<file path="config.mk">
export PLATFORM = sky130hd
export DESIGN_NAME = watch_top
export DESIGN_NICKNAME = d
export VERILOG_FILES = /design/src/design/watch_mode_pkg.sv /design/src/design/bcd_time_pkg.sv /design/src/design/watch_top.sv /design/src/design/display_scan.sv /design/src/design/alarm_unit.sv /design/src/design/mode_fsm.sv /design/src/design/mmss_counter.sv /design/src/design/tick_gen.sv
export VERILOG_INCLUDE_DIRS = /design/src /design/src/design
export SDC_FILE = /design/constraint.sdc
export NUM_CORES = 1
export LEC_CHECK = 0
export ABC_AREA = 1
export BUFFER_PORTS_ARGS = -buffer_cell sky130_fd_sc_hd__buf_2
export CORE_MARGIN = 3
export CORE_UTILIZATION = 38
export DETAILED_ROUTE_END_ITERATION = 8
export PLACE_DENSITY = 0.53
export SLEW_MARGIN = 20
export SYNTH_ARGS = -nofsm -noshare
export SYNTH_HDL_FRONTEND = slang
export SYNTH_SLANG_ARGS = --single-unit
</file>
<file path="constraint.sdc">
create_clock -name clk -period 1.95 [get_ports clk]
set_input_delay 0.0975 -clock clk [delete_from_list [all_inputs] [get_ports clk]]
set_output_delay 0.0975 -clock clk [all_outputs]
set_load 0.005 [all_outputs]
</file>
<file path="src/design/watch_consts.svh">
`ifndef WATCH_CONSTS_SVH
`define WATCH_CONSTS_SVH

// clock enables for a 100 MHz board clock
`define WATCH_SEC_DIV   100000000  // clk cycles per second tick
`define WATCH_SCAN_DIV  50000      // clk cycles per digit step

`define WATCH_RING_SECS 5          // alarm ring length in seconds

// 7-segment patterns, bit 6 is segment a, bit 0 is segment g, active low
`define WATCH_SEG_0     7'b0000001
`define WATCH_SEG_1     7'b1001111
`define WATCH_SEG_2     7'b0010010
`define WATCH_SEG_3     7'b0000110
`define WATCH_SEG_4     7'b1001100
`define WATCH_SEG_5     7'b0100100
`define WATCH_SEG_6     7'b0100000
`define WATCH_SEG_7     7'b0001111
`define WATCH_SEG_8     7'b0000000
`define WATCH_SEG_9     7'b0000100
`define WATCH_SEG_BLANK 7'b1111111  // all segments off

`endif
</file>
<file path="src/design/watch_mode_pkg.sv">
package watch_mode_pkg;

  // which function the watch is showing
  typedef enum logic [1:0] {
    TIME = 2'd0,
    STW  = 2'd1,
    ALM  = 2'd2
  } func_t;

  // where inside the function we are
  typedef enum logic [2:0] {
    DISP   = 3'd0,
    SETMIN = 3'd1,
    SETSEC = 3'd2,
    START  = 3'd3,
    PAUSE  = 3'd4
  } step_t;

  // full state codes, each one is {func, step}
  typedef enum logic [4:0] {
    TIME_DISP   = {TIME, DISP},
    TIME_SETMIN = {TIME, SETMIN},
    TIME_SETSEC = {TIME, SETSEC},
    STW_DISP    = {STW, DISP},
    STW_SETMIN  = {STW, SETMIN},
    STW_SETSEC  = {STW, SETSEC},
    STW_START   = {STW, START},
    STW_PAUSE   = {STW, PAUSE},
    ALM_DISP    = {ALM, DISP},
    ALM_SETMIN  = {ALM, SETMIN},
    ALM_SETSEC  = {ALM, SETSEC}
  } state_code_t;

  typedef struct packed {
    func_t func;
    step_t step;
  } state_f_t;

  // state word, read either as one code or as its two fields
  typedef union packed {
    state_code_t code;
    state_f_t    f;
  } state_u;

endpackage

</file>
<file path="src/design/bcd_time_pkg.sv">
package bcd_time_pkg;

  // one decimal digit
  typedef logic [3:0] bcd_digit_t;

  // minutes:seconds as four digits, min1 in the top nibble
  typedef struct packed {
    bcd_digit_t min1;  // tens of minutes
    bcd_digit_t min0;  // units of minutes
    bcd_digit_t sec1;  // tens of seconds
    bcd_digit_t sec0;  // units of seconds
  } mmss_t;

  // a decimal pair counting 00..59
  function automatic logic [7:0] inc_mod60(input bcd_digit_t tens, input bcd_digit_t ones);
    bcd_digit_t t;
    bcd_digit_t o;
    t = tens;
    o = ones + 4'd1;
    if (ones == 4'd9)
    begin
      o = 4'd0;
      t = (tens == 4'd5) ? 4'd0 : tens + 4'd1;
    end
    return {t, o};
  endfunction

endpackage

</file>
<file path="src/design/watch_top.sv">
`include "watch_consts.svh"

module watch_top import bcd_time_pkg::*, watch_mode_pkg::*; #(
  parameter int unsigned sec_div  = `WATCH_SEC_DIV,
  parameter int unsigned scan_div = `WATCH_SCAN_DIV
) (
  input  logic        clk,
  input  logic        rst,
  input  logic        mode,
  input  logic        switch,
  output logic [6:0]  segs,
  output logic [3:0]  ssd_ctl,
  output logic [15:0] led       // {time, stw, alm, armed, ring[11:0]}
);

  logic        sec_tick;
  logic        scan_tick;
  state_u      state;
  logic        set_load;
  logic        set_inc_min;
  logic        set_inc_sec;
  logic        commit;
  logic        stw_run;
  logic        alm_arm;
  logic        time_load;
  logic        stw_load;
  logic        alm_load;
  mmss_t       time_value;
  mmss_t       stw_value;
  mmss_t       alarm_value;
  mmss_t       set_value;
  mmss_t       set_src;
  mmss_t       disp_value;
  logic [11:0] ring_led;

  tick_gen #(.sec_div(sec_div), .scan_div(scan_div)) u_tick (
    .clk(clk), .rst(rst), .sec_tick(sec_tick), .scan_tick(scan_tick)
  );

  mode_fsm u_fsm (
    .clk(clk), .rst(rst), .mode(mode), .switch(switch), .state(state),
    .set_load(set_load), .set_inc_min(set_inc_min), .set_inc_sec(set_inc_sec),
    .commit(commit), .stw_run(stw_run), .alm_arm(alm_arm)
  );

  // commit goes back to the function being edited
  assign time_load = commit && (state.f.func == TIME);
  assign stw_load  = commit && (state.f.func == STW);
  assign alm_load  = commit && (state.f.func == ALM);

  mmss_counter u_time (
    .clk(clk), .rst(rst), .count(sec_tick), .inc_min(1'b0), .inc_sec(1'b0),
    .load(time_load), .load_value(set_value), .value(time_value)
  );

  mmss_counter u_stw (
    .clk(clk), .rst(rst), .count(sec_tick && stw_run), .inc_min(1'b0), .inc_sec(1'b0),
    .load(stw_load), .load_value(set_value), .value(stw_value)
  );

  mmss_counter u_set (
    .clk(clk), .rst(rst), .count(1'b0), .inc_min(set_inc_min), .inc_sec(set_inc_sec),
    .load(set_load), .load_value(set_src), .value(set_value)
  );

  alarm_unit u_alarm (
    .clk(clk), .rst(rst), .sec_tick(sec_tick), .load(alm_load), .load_value(set_value),
    .time_value(time_value), .arm(alm_arm), .alarm_value(alarm_value), .ringing(),
    .ring_led(ring_led)
  );

  // setting register source
  always_comb
  begin
    case (state.f.func)
      TIME:    set_src = time_value;
      STW:     set_src = stw_value;
      ALM:     set_src = alarm_value;
      default: set_src = '0;
    endcase
  end

  // what the digits show
  always_comb
  begin
    case (state.code)
      STW_DISP, STW_START, STW_PAUSE: disp_value = stw_value;
      ALM_DISP:                       disp_value = alarm_value;
      TIME_SETMIN, TIME_SETSEC,
      STW_SETMIN, STW_SETSEC,
      ALM_SETMIN, ALM_SETSEC:         disp_value = set_value;  // value being edited
      default:                        disp_value = time_value;
    endcase
  end

  display_scan u_disp (
    .clk(clk), .rst(rst), .scan_tick(scan_tick), .value(disp_value),
    .segs(segs), .ssd_ctl(ssd_ctl)
  );

  assign led = {state.f.func == TIME, state.f.func == STW, state.f.func == ALM,
                alm_arm, ring_led};

endmodule

</file>
<file path="src/design/display_scan.sv">
`include "watch_consts.svh"

module display_scan import bcd_time_pkg::*; (
  input  logic       clk,
  input  logic       rst,
  input  logic       scan_tick,
  input  mmss_t      value,
  output logic [6:0] segs,     // active low, a in bit 6
  output logic [3:0] ssd_ctl   // active low, bit 0 is sec0
);

  logic [1:0] idx;             // digit currently lit
  bcd_digit_t digit;

  always_ff @(posedge clk)
  begin
    if (rst)
      idx <= 2'd0;
    else if (scan_tick)
      idx <= idx + 2'd1;  // wraps 3 -> 0
  end

  assign ssd_ctl = ~(4'b0001 << idx);

  always_comb
  begin
    case (idx)
      2'd0:    digit = value.sec0;
      2'd1:    digit = value.sec1;
      2'd2:    digit = value.min0;
      default: digit = value.min1;
    endcase
  end

  // BCD to segments
  always_comb
  begin
    case (digit)
      4'd0:    segs = `WATCH_SEG_0;
      4'd1:    segs = `WATCH_SEG_1;
      4'd2:    segs = `WATCH_SEG_2;
      4'd3:    segs = `WATCH_SEG_3;
      4'd4:    segs = `WATCH_SEG_4;
      4'd5:    segs = `WATCH_SEG_5;
      4'd6:    segs = `WATCH_SEG_6;
      4'd7:    segs = `WATCH_SEG_7;
      4'd8:    segs = `WATCH_SEG_8;
      4'd9:    segs = `WATCH_SEG_9;
      default: segs = `WATCH_SEG_BLANK;  // not a decimal digit
    endcase
  end

endmodule

</file>
<file path="src/design/alarm_unit.sv">
`include "watch_consts.svh"

module alarm_unit import bcd_time_pkg::*; (
  input  logic        clk,
  input  logic        rst,
  input  logic        sec_tick,
  input  logic        load,
  input  mmss_t       load_value,
  input  mmss_t       time_value,
  input  logic        arm,
  output mmss_t       alarm_value,
  output logic        ringing,
  output logic [11:0] ring_led
);

  localparam int rw = $clog2(`WATCH_RING_SECS + 1);

  logic [rw-1:0] ring_cnt;  // seconds left to ring
  logic          match;

  assign match = arm && (time_value == alarm_value);

  always_ff @(posedge clk)
  begin
    if (rst)
      alarm_value <= '0;
    else if (load)
      alarm_value <= load_value;
  end

  always_ff @(posedge clk)
  begin
    if (rst || !arm)
    begin
      ringing  <= 1'b0;
      ring_cnt <= '0;
      ring_led <= '0;
    end
    else if (sec_tick)
    begin
      if (ringing)
      begin
        if (ring_cnt == '0)
        begin
          ringing  <= 1'b0;
          ring_led <= '0;
        end
        else
        begin
          ring_cnt <= ring_cnt - 1'b1;
          ring_led <= ~ring_led;  // 0x0F0 <-> 0xF0F
        end
      end
      else if (match)
      begin
        ringing  <= 1'b1;
        ring_cnt <= rw'(`WATCH_RING_SECS - 1);
        ring_led <= 12'h0f0;
      end
    end
  end

endmodule

</file>
<file path="src/design/mode_fsm.sv">
module mode_fsm import watch_mode_pkg::*; (
  input  logic   clk,
  input  logic   rst,
  input  logic   mode,         // mode button level
  input  logic   switch,       // switch button level
  output state_u state,
  output logic   set_load,     // copy selected function into setting register
  output logic   set_inc_min,
  output logic   set_inc_sec,
  output logic   commit,       // write setting register back
  output logic   stw_run,
  output logic   alm_arm
);

  logic mode_q;
  logic switch_q;
  logic mode_press;
  logic switch_press;

  // one press per rising level, holding does nothing more
  assign mode_press   = mode && !mode_q;
  assign switch_press = switch && !switch_q;

  assign stw_run = (state.code == STW_START);

  always_ff @(posedge clk)
  begin
    if (rst)
    begin
      mode_q      <= 1'b0;
      switch_q    <= 1'b0;
      state.code  <= TIME_DISP;
      set_load    <= 1'b0;
      set_inc_min <= 1'b0;
      set_inc_sec <= 1'b0;
      commit      <= 1'b0;
      alm_arm     <= 1'b0;
    end
    else
    begin
      mode_q      <= mode;
      switch_q    <= switch;
      set_load    <= 1'b0;  // pulses by default
      set_inc_min <= 1'b0;
      set_inc_sec <= 1'b0;
      commit      <= 1'b0;

      case (state.code)
        TIME_DISP:
          if (mode_press)
            state.code <= STW_DISP;
          else if (switch_press)
          begin
            state.code <= TIME_SETMIN;
            set_load   <= 1'b1;
          end
        STW_DISP:
          if (mode_press)
            state.code <= ALM_DISP;
          else if (switch_press)
            state.code <= STW_START;
        STW_START:
          if (switch_press)
            state.code <= STW_PAUSE;  // mode ignored while running
        STW_PAUSE:
          if (mode_press)
          begin
            state.code <= STW_SETMIN;
            set_load   <= 1'b1;
          end
          else if (switch_press)
            state.code <= STW_START;
        ALM_DISP:
          if (mode_press)
            state.code <= TIME_DISP;
          else if (switch_press)
          begin
            state.code <= ALM_SETMIN;
            set_load   <= 1'b1;
            alm_arm    <= 1'b0;  // disarmed while editing
          end
        TIME_SETMIN, STW_SETMIN, ALM_SETMIN:
          if (mode_press)
            state.f.step <= SETSEC;
          else if (switch_press)
            set_inc_min <= 1'b1;
        TIME_SETSEC, STW_SETSEC, ALM_SETSEC:
          if (mode_press)
          begin
            state.f.step <= DISP;
            commit       <= 1'b1;
            if (state.f.func == ALM)
              alm_arm <= 1'b1;
          end
          else if (switch_press)
            set_inc_sec <= 1'b1;
        default:
          state.code <= TIME_DISP;  // recover from an unused code
      endcase
    end
  end

endmodule

</file>
<file path="src/design/mmss_counter.sv">
module mmss_counter import bcd_time_pkg::*; (
  input  logic  clk,
  input  logic  rst,
  input  logic  count,       // advance one second, carry into minutes
  input  logic  inc_min,     // step minutes only
  input  logic  inc_sec,     // step seconds only
  input  logic  load,
  input  mmss_t load_value,
  output mmss_t value
);

  logic [7:0] sec_next;
  logic [7:0] min_next;
  logic       sec_wrap;      // seconds at 59
  logic       step_sec;
  logic       step_min;

  assign sec_next = inc_mod60(value.sec1, value.sec0);
  assign min_next = inc_mod60(value.min1, value.min0);
  assign sec_wrap = (value.sec1 == 4'd5) && (value.sec0 == 4'd9);

  // a plain second step never touches minutes unless it wraps
  assign step_sec = count || inc_sec;
  assign step_min = (count && sec_wrap) || inc_min;

  always_ff @(posedge clk)
  begin
    if (rst)
    begin
      value <= '0;
    end
    else if (load)
    begin
      value <= load_value;  // load wins over counting
    end
    else
    begin
      if (step_sec)
      begin
        value.sec1 <= sec_next[7:4];
        value.sec0 <= sec_next[3:0];
      end
      if (step_min)
      begin
        value.min1 <= min_next[7:4];  // 59:59 rolls to 00:00
        value.min0 <= min_next[3:0];
      end
    end
  end

endmodule

</file>
<file path="src/design/tick_gen.sv">
`include "watch_consts.svh"

module tick_gen #(
  parameter int unsigned sec_div  = `WATCH_SEC_DIV,  // at least 2
  parameter int unsigned scan_div = `WATCH_SCAN_DIV  // at least 2
) (
  input  logic clk,
  input  logic rst,
  output logic sec_tick,   // one clk every second
  output logic scan_tick   // one clk every digit step
);

  logic [1:0] ticks;

  // the two dividers only differ in their period
  for (genvar i = 0; i < 2; i++)
  begin : g_div
    localparam int unsigned div = (i == 0) ? sec_div : scan_div;
    localparam int cw = $clog2(div);

    logic [cw-1:0] cnt;  // counts down to 0
    logic          tick;

    always_ff @(posedge clk)
    begin
      if (rst)
      begin
        cnt  <= cw'(div - 1);
        tick <= 1'b0;
      end
      else if (cnt == '0)
      begin
        cnt  <= cw'(div - 1);  // reload on terminal count
        tick <= 1'b1;
      end
      else
      begin
        cnt  <= cnt - 1'b1;
        tick <= 1'b0;
      end
    end

    assign ticks[i] = tick;
  end

  assign sec_tick  = ticks[0];
  assign scan_tick = ticks[1];

endmodule

</file>
==> metrics.cfg, run 1 <==
[die]
die_y_um=149
start_util_pct=39.4
die_area_sq_mm=0.0223
dieWidth_um=149
num_rows=51
io_pins=31
core_area_sq_mm=0.0198

[cts]
clk_latency_ns=0.42
cts_num_sinks=139
clk_pin_slew_ns=0.07
ctsRootBufferMaster=clkbuf_16
h-tree-depth=4
cts_tree=built
cts_buffers=17
clk_path_buf_depth=2

[cells_and_area]
multi_input_area_sq_mm=0.00457
n_fill_cell=2059
final_area_sq_mm=0.0102
fin_util_pct=51.6
antenna_cells=0
nets=1334
ff_latch_area_sq_mm=0.00280
syn_to_final_growth_pct=31.2
drive_above_1_share_pct=23.4

[timing]
tightestPinTransition_ns=0.565
finalSetupTns_ns=-4.37
maxSlewViolCount=0
worst_slack_ns=-0.659
hold_violations=0
period_share_pct=134
setup_viol=7
clock.fmax_mhz=383
holdWs_ns=0.191
clock_skew_ns=0.00963
finalCriticalPeriod_ns=2.61
rsz0062_at_grt=yes
slew_headroom_pct=62.3

[worst_setup_path]
endpoint_kind=output port
critPathLaunchType=flip-flop
crit_type=flip-flop to output port
max_stage_delay_ns=0.37
arrival_ns=2.51
crit_required_ns=1.85
crit_top_cell=nand2_1
crit_path_top_delay_cell=dfxtp_4
crit_fanout=5
path_cells=nor2_4 -> nand3_4 -> buf_6 -> nor2_1 -> a21oi_1 -> nand3_2 -> nand2_1 -> nand4_1 -> nand2_2 -> buf_4 -> ha_1 -> nand3b_1 -> nand3_1 -> nand2_1 -> buf_2

[routing]
wl_per_cell_um=14.8
drt_wl_total_um=23600
dr.pass1.iters=5
vias=8052
ant_nets=0
drc=0
drt_iter0_drc=574
vias_per_cell=5.05

[power]
p_leak_nw=4.19
powerDensity_mw_per_mm2=911
p_total_w=0.00933
vdd_drop_max_mv=0.629

[placed_design]
placed_cell_area_sq_mm=0.00922
dp_hpwl_um=17600
place_congestion=0.882
numPortBuffers=30

[global_routing]
busiest_layer=met2
grtUsageMet1_pct=29.8
gr-usage-all-layers_pct=21.1
grt_util_met3_pct=3.80
overflow=0
antenna_found_initial=0
grt_pass1_wl_um=37600
grt_use_met2_pct=33.8
grt_pass1_vias=7397
grt_max_degree=46

[min_path]
hp-class=primary input to flip-flop

[logic_synthesis]
syn_inst=1152
synthesis.nets=1171
synth.avg_cell_area_sq_um=6.78
syn_area_sq_mm=0.00781
ys_warn_count=0
synth-seq-cells=139
synth.distinct_cells=51
yosysSeqAreaShare_pct=35.6
synth-edff-count=0
synth-async-reset-ratio_pct=0
synth_top_flop_cell=dfxtp_1

[flow_run]
maxCapViolCount=0

[outcome]
status=complete, but fails checks
violations=setup timing

==> cell type report <==
class                   count  share of cell area (%)
clock buffers              20                    4.66
inverters                 151                    5.65
clock inverters            12                    1.48
flip-flops and latches    139                    27.3
well taps                 265                    3.24
repair buffers            181                    13.1
multi-input cells         825                    44.6
==> timing repair <==
action,CTS,global route
resized for setup,17,62
endpoints found under the hold margin,2,0
hold buffers,2,0
setup buffers,5,13
pin swaps,14,18
endpoints found under the setup margin,21,58
==> registers in the layout (all words and copies together), names as in the netlist <==
name / cells
u_alarm.ring_led: 12
u_tick.sec_tick: 1
u_stw.value: 16
u_fsm.switch_q: 1
u_fsm.set_load: 1
u_fsm.mode_q: 1
u_fsm.alm_arm: 1
u_tick.g_div.cnt: 43
u_alarm.ring_cnt: 3
u_disp.idx: 2
u_alarm.alarm_value: 16
u_fsm.set_inc_min: 1
u_fsm.commit: 1
u_time.value: 16
u_fsm.set_inc_sec: 1
u_fsm.state: 5
u_tick.scan_tick: 1
u_alarm.ringing: 1
u_set.value: 16
==> logic make-up (layout without fill, tap and decap cells) <==
group / count (synthesis) / count (layout) / synth area share (%)
and+or+nand+nor: 504 / 504 / 28.9
adders and majority gates: 15 / 15 / 2.40
AOI/OAI and AO/OA: 271 / 271 / 19.7
DFF: 139 / 139 / 35.6
buffers and inverters: 188 / 364 / 9.42
xor gates and xnor gates: 35 / 35 / 3.92
==> cell usage in the layout (no fill, tap or decap), types with 9 or more instances in the layout <==
cell type / count
nand2_1: 206
buf_4: 140
inv_1: 132
dfxtp_1: 132
nor2_1: 127
a21oi_1: 97
o21ai_0: 84
nand3_1: 52
buf_2: 30
nor3_1: 22
a31oi_1: 19
nand4_1: 18
xor2_1: 18
clkbuf_16: 18
xnor2_1: 17
o22ai_1: 16
inv_2: 14
ha_1: 13
or2_2: 12
nand2_4: 10
o211ai_1: 9
==> worst max-delay path, delay by kind of cell, from the launching register on <==
kind	cells	cell delay [ns]
flops	1	0.37
compound gates	1	0.06
buf+inv	3	0.45
simple gates	10	1.03
fa+ha+maj	1	0.18
==> power breakdown <==
group / switching [W] / internal, W / leakage (nW)
Combinational: 0.00165 / 0.00118 / 2.76
Clock: 0.00140 / 0.00207 / 0.307
Sequential: 0.000112 / 0.00293 / 1.13
==> layer usage <==
metal	vias to the layer above	part of all wire, %
met5	-	0
met2	185	46
met1	3676	49
met3	18	4.5
met4	0	1.0
li1	4173	-
==> Yosys cell counts, types with 9 or more instances <==
cell type  instances  area share [%]
nand2_1          215              10
inv_1            141             6.8
dfxtp_1          139              36
nor2_1           136             6.5
a21oi_1          101             6.5
o21ai_0           89             5.7
nand3_1           57             3.7
clkbuf_1          25             1.2
nor3_1            25             1.6
a31oi_1           19             1.5
nand4_1           18             1.4
xor2_1            18             2.0
xnor2_1           17             1.9
o22ai_1           16             1.3
ha_1              15             2.4
or2_2             12            0.96
inv_2              9            0.43
o211ai_1           9            0.87
==> path summary, 6_finish.rpt <==
| kind | start | endpoint | cells after the start | slack [ns] |
|---|---|---|---|---|
| setup / recovery | u_fsm.state[1] | segs[6] | 15 | -0.66 |
| hold / removal | rst | u_tick.g_div[0].cnt[11] | 5 | 0.19 |
| setup reg to reg | u_fsm.state[4] | u_stw.value[15] | 12 | 0.10 |
| hold reg to reg | u_tick.g_div[0].cnt[0] | u_tick.g_div[0].cnt[0] | 1 | 0.40 |
==> per-stage QoR <==
step	setup WS [ns]	instances
after CTS	-0.673	1582
after detailed placement	-0.302	1543
after floorplan	-0.0291	1152
after global placement	-0.260	1543
final	-0.659	1593
after global routing	-0.849	1593
No activity file was read; power rests on OpenSTA's default activity.
==> run 2: changes to the inputs <==
Settings changed: ABC_AREA 1 to unset.
==> run 2 against run 1 <==
Net effect: the run still ends with setup timing left; hold slack got worse by 0.11 ns; final cell count decreased by 9.2%; die area shrank 1.0%; first-iteration DRC count grew 12%; sequential power increased by 3%; via count fell by 4.7%; sequential share of layout area is 1.8 points lower; combinational power up 84%; setup slack lost 0.56 ns; critical path depth shrank 3; critical endpoint is now segs[0]; highest routed layer unchanged.
==> metrics.cfg, run 2 <==
[logic_synthesis]
synth_commonest_cells=dfxtp_1, nor2_1, nand2_1
synth_area_leaders=dfxtp_1, nor2_1, xnor2_1, nand2_1, a21oi_1
syn_area_sq_mm=0.00772
yosysMostFrequentCell=dfxtp_1
synth_top_family_by_area=simple AND/OR/NAND/NOR gates
synth_top_area_share_pct=36.0
synth.avg_cell_area_sq_um=7.97
synth-seq-cells=139
synth_compound_area_share_pct=20.0
synth.distinct_cells=72
synth-xor-area-share_pct=8.39
synth-edff-count=0
synth_simple_gate_area_share_pct=23.6
yosysSeqAreaShare_pct=36.0
synth_top_flop_cell=dfxtp_1
synth_mux_area_share_pct=3.94
ys_warn_count=0
synth_fa_ha_area_share_pct=2.56
synthesis.nets=988
syn_inst=969
synth-async-reset-ratio_pct=0
yosys.area.top_type=dfxtp_1

[placed_design]
place_congestion=0.880
dp_hpwl_um=16600
numPortBuffers=30
placed_cell_area_sq_mm=0.00956

[die]
die_area_sq_mm=0.0221
start_util_pct=39.2
io_pins=31
dieWidth_um=149
num_rows=51
core_area_sq_mm=0.0197
die_y_um=149

[routing]
vias_per_cell=5.31
ant_nets=0
dr.pass1.iters=8
drt_wl_total_um=24400
vias=7677
drt_iter0_drc=645
drc=0
wl_per_cell_um=16.8

[global_routing]
grt_pass1_wl_um=38400
overflow=0
antenna_found_initial=0
grt_max_degree=36
gr-usage-all-layers_pct=21.6
grt_pass1_vias=7194

[timing]
clock_skew_ns=0.00788
maxSlewViolCount=0
holdWs_ns=0.0826
hold_violations=0
clock.fmax_mhz=316
slew_headroom_pct=57.3
finalSetupTns_ns=-24.02
worst_slack_ns=-1.22
rsz0062_at_grt=yes
period_share_pct=162
tightestPinTransition_ns=0.640
setup_viol=67
finalCriticalPeriod_ns=3.17

[cells_and_area]
drive_above_1_share_pct=35.9
largest_reg_flops=43
n_fill_cell=1762
most-common-layout-cells=buf_4, dfxtp_1, nor2_1, nand2_1, a21oi_1
antenna_cells=0
final_area_sq_mm=0.0110
regMostFlops=u_tick.g_div.cnt
nets=1188
fin_util_pct=55.9
final_common_cell=buf_4
syn_to_final_growth_pct=42.8
multi_input_area_sq_mm=0.00518
ff_latch_area_sq_mm=0.00281

[cts]
h-tree-depth=4
ctsRootBufferMaster=clkbuf_16
clk_path_buf_depth=2
clk_latency_ns=0.43
clk_pin_slew_ns=0.07
cts_buffers=17
cts_num_sinks=139
cts_tree=built

[worst_setup_path]
cp-startpoint=u_fsm.state[0]
endpoint_kind=output port
timing.rr.end=u_tick.g_div[0].cnt[20]
reg2reg_from=u_tick.g_div[0].cnt[13]
arrival_ns=3.07
critPathLaunchType=flip-flop
crit_fanout=10
r2r_cells=10
crit_type=flip-flop to output port
endpoint=segs[0]
ff2ff_setup_slack_ns=-0.55
crit_required_ns=1.85

[min_path]
hp-class=primary input to flip-flop
holdCritStartpoint=rst

[power]
vdd_drop_max_mv=1.88
p_int_w=0.00730
swShare_pct=36.1
p_sw_w=0.00413
pwr-share-clk_pct=27.4
p_leak_nw=4.29
powerDensity_mw_per_mm2=1040
combPwrFrac_pct=45.3
pwr-share-seq_pct=27.3

[outcome]
status=complete, but fails checks
violations=setup timing

[flow_run]
maxCapViolCount=0

run 2: cell types whose count changed in the layout (fill, tap and decap cells not counted), sizes merged, moves of 16 or more:
cell    before  now
xnor2       17   47
mux2i        0   27
a21oi      103   71
nor2b        0   16
nor2       142  122
o21ai       92   42
nand2      225  103
nand3       61   22
buf        179  254
a211oi       3   36
inv        154   36
run 2: what timing repair did:
item | CTS | global route
gates resized for setup | 100 | 71
gates cloned | 3 | 1
endpoints found under the setup margin | 81 | 90
hold buffers | 2 | 0
endpoints found under the hold margin | 2 | 0
pin swaps | 48 | 54
setup buffers | 23 | 15
run 2: layout make-up:
type	count	area share, %
Sequential cell	139	25.5
Multi-Input combinational cell	727	46.9
Inverter	27	0.964
Timing Repair Buffer	257	18.6
Clock buffer	18	3.89
Clock inverter	14	1.16
Tap cell	265	3.01
run 2: critical path, stage by stage (launching register included):
cell	delay [ns]
dfxtp_4	0.38
buf_4	0.14
nor3_2	0.18
a2111oi_4	0.08
or2_4	0.29
a2111oi_0	0.44
a31oi_1	0.14
o41ai_4	0.11
inv_1	0.13
ha_2	0.21
mux2_2	0.25
o21a_1	0.16
buf_2	0.12
run 2: logic make-up after synthesis:
logic type / after synthesis
AO/OA/AOI/OAI: 232
XOR/XNOR: 74
adder cells (fa/ha/maj): 16
buffers and inverters: 105
flip-flops: 139
multiplexers: 30
AND/OR/NAND/NOR: 373
run 2: stage by stage:
step	worst slack [ns]	instances	total power, W
6_report	-1.22	1447	0.0114
5_1_grt	-1.36	1447	0.0120
4_1_cts	-1.25	1437	0.0113
3_5_place_dp	-0.923	1381	0.00757
3_3_place_gp	-0.847	1381	0.00756
2_1_floorplan	-0.724	969	0.00581
run 2: per-layer routing:
layer / wire [um] / vias to the layer above / track usage, %
met4: 488 / 0 / 4.67
met2: 11200 / 194 / 34.8
met3: 1170 / 26 / 3.47
met1: 11600 / 3627 / 30.7
met5: 0 / - / 0
li1: - / 3830 / -
run 2: worst min path at each step:
stage / to / slack, ns / cells after the start
after floorplan: u_fsm.mode_q / 0.23 / 1
after global placement: u_fsm.mode_q / 0.34 / 2
after detailed placement: u_fsm.switch_q / 0.35 / 2
after CTS: u_fsm.mode_q / 0.09 / 2
after global routing: u_fsm.mode_q / 0.09 / 2
final: u_fsm.mode_q / 0.08 / 2
run 2: power by group through the flow:
| stage | Sequential [W] | Combinational, W | Clock (W) |
|---|---|---|---|
| 6_report | 0.00312 | 0.00518 | 0.00313 |
| 5_1_grt | 0.00313 | 0.00558 | 0.00331 |
| 4_1_cts | 0.00312 | 0.00498 | 0.00318 |
| 3_5_place_dp | 0.00316 | 0.00442 | 0 |
| 3_3_place_gp | 0.00316 | 0.00440 | 0 |
| 2_1_floorplan | 0.00309 | 0.00272 | 0 |
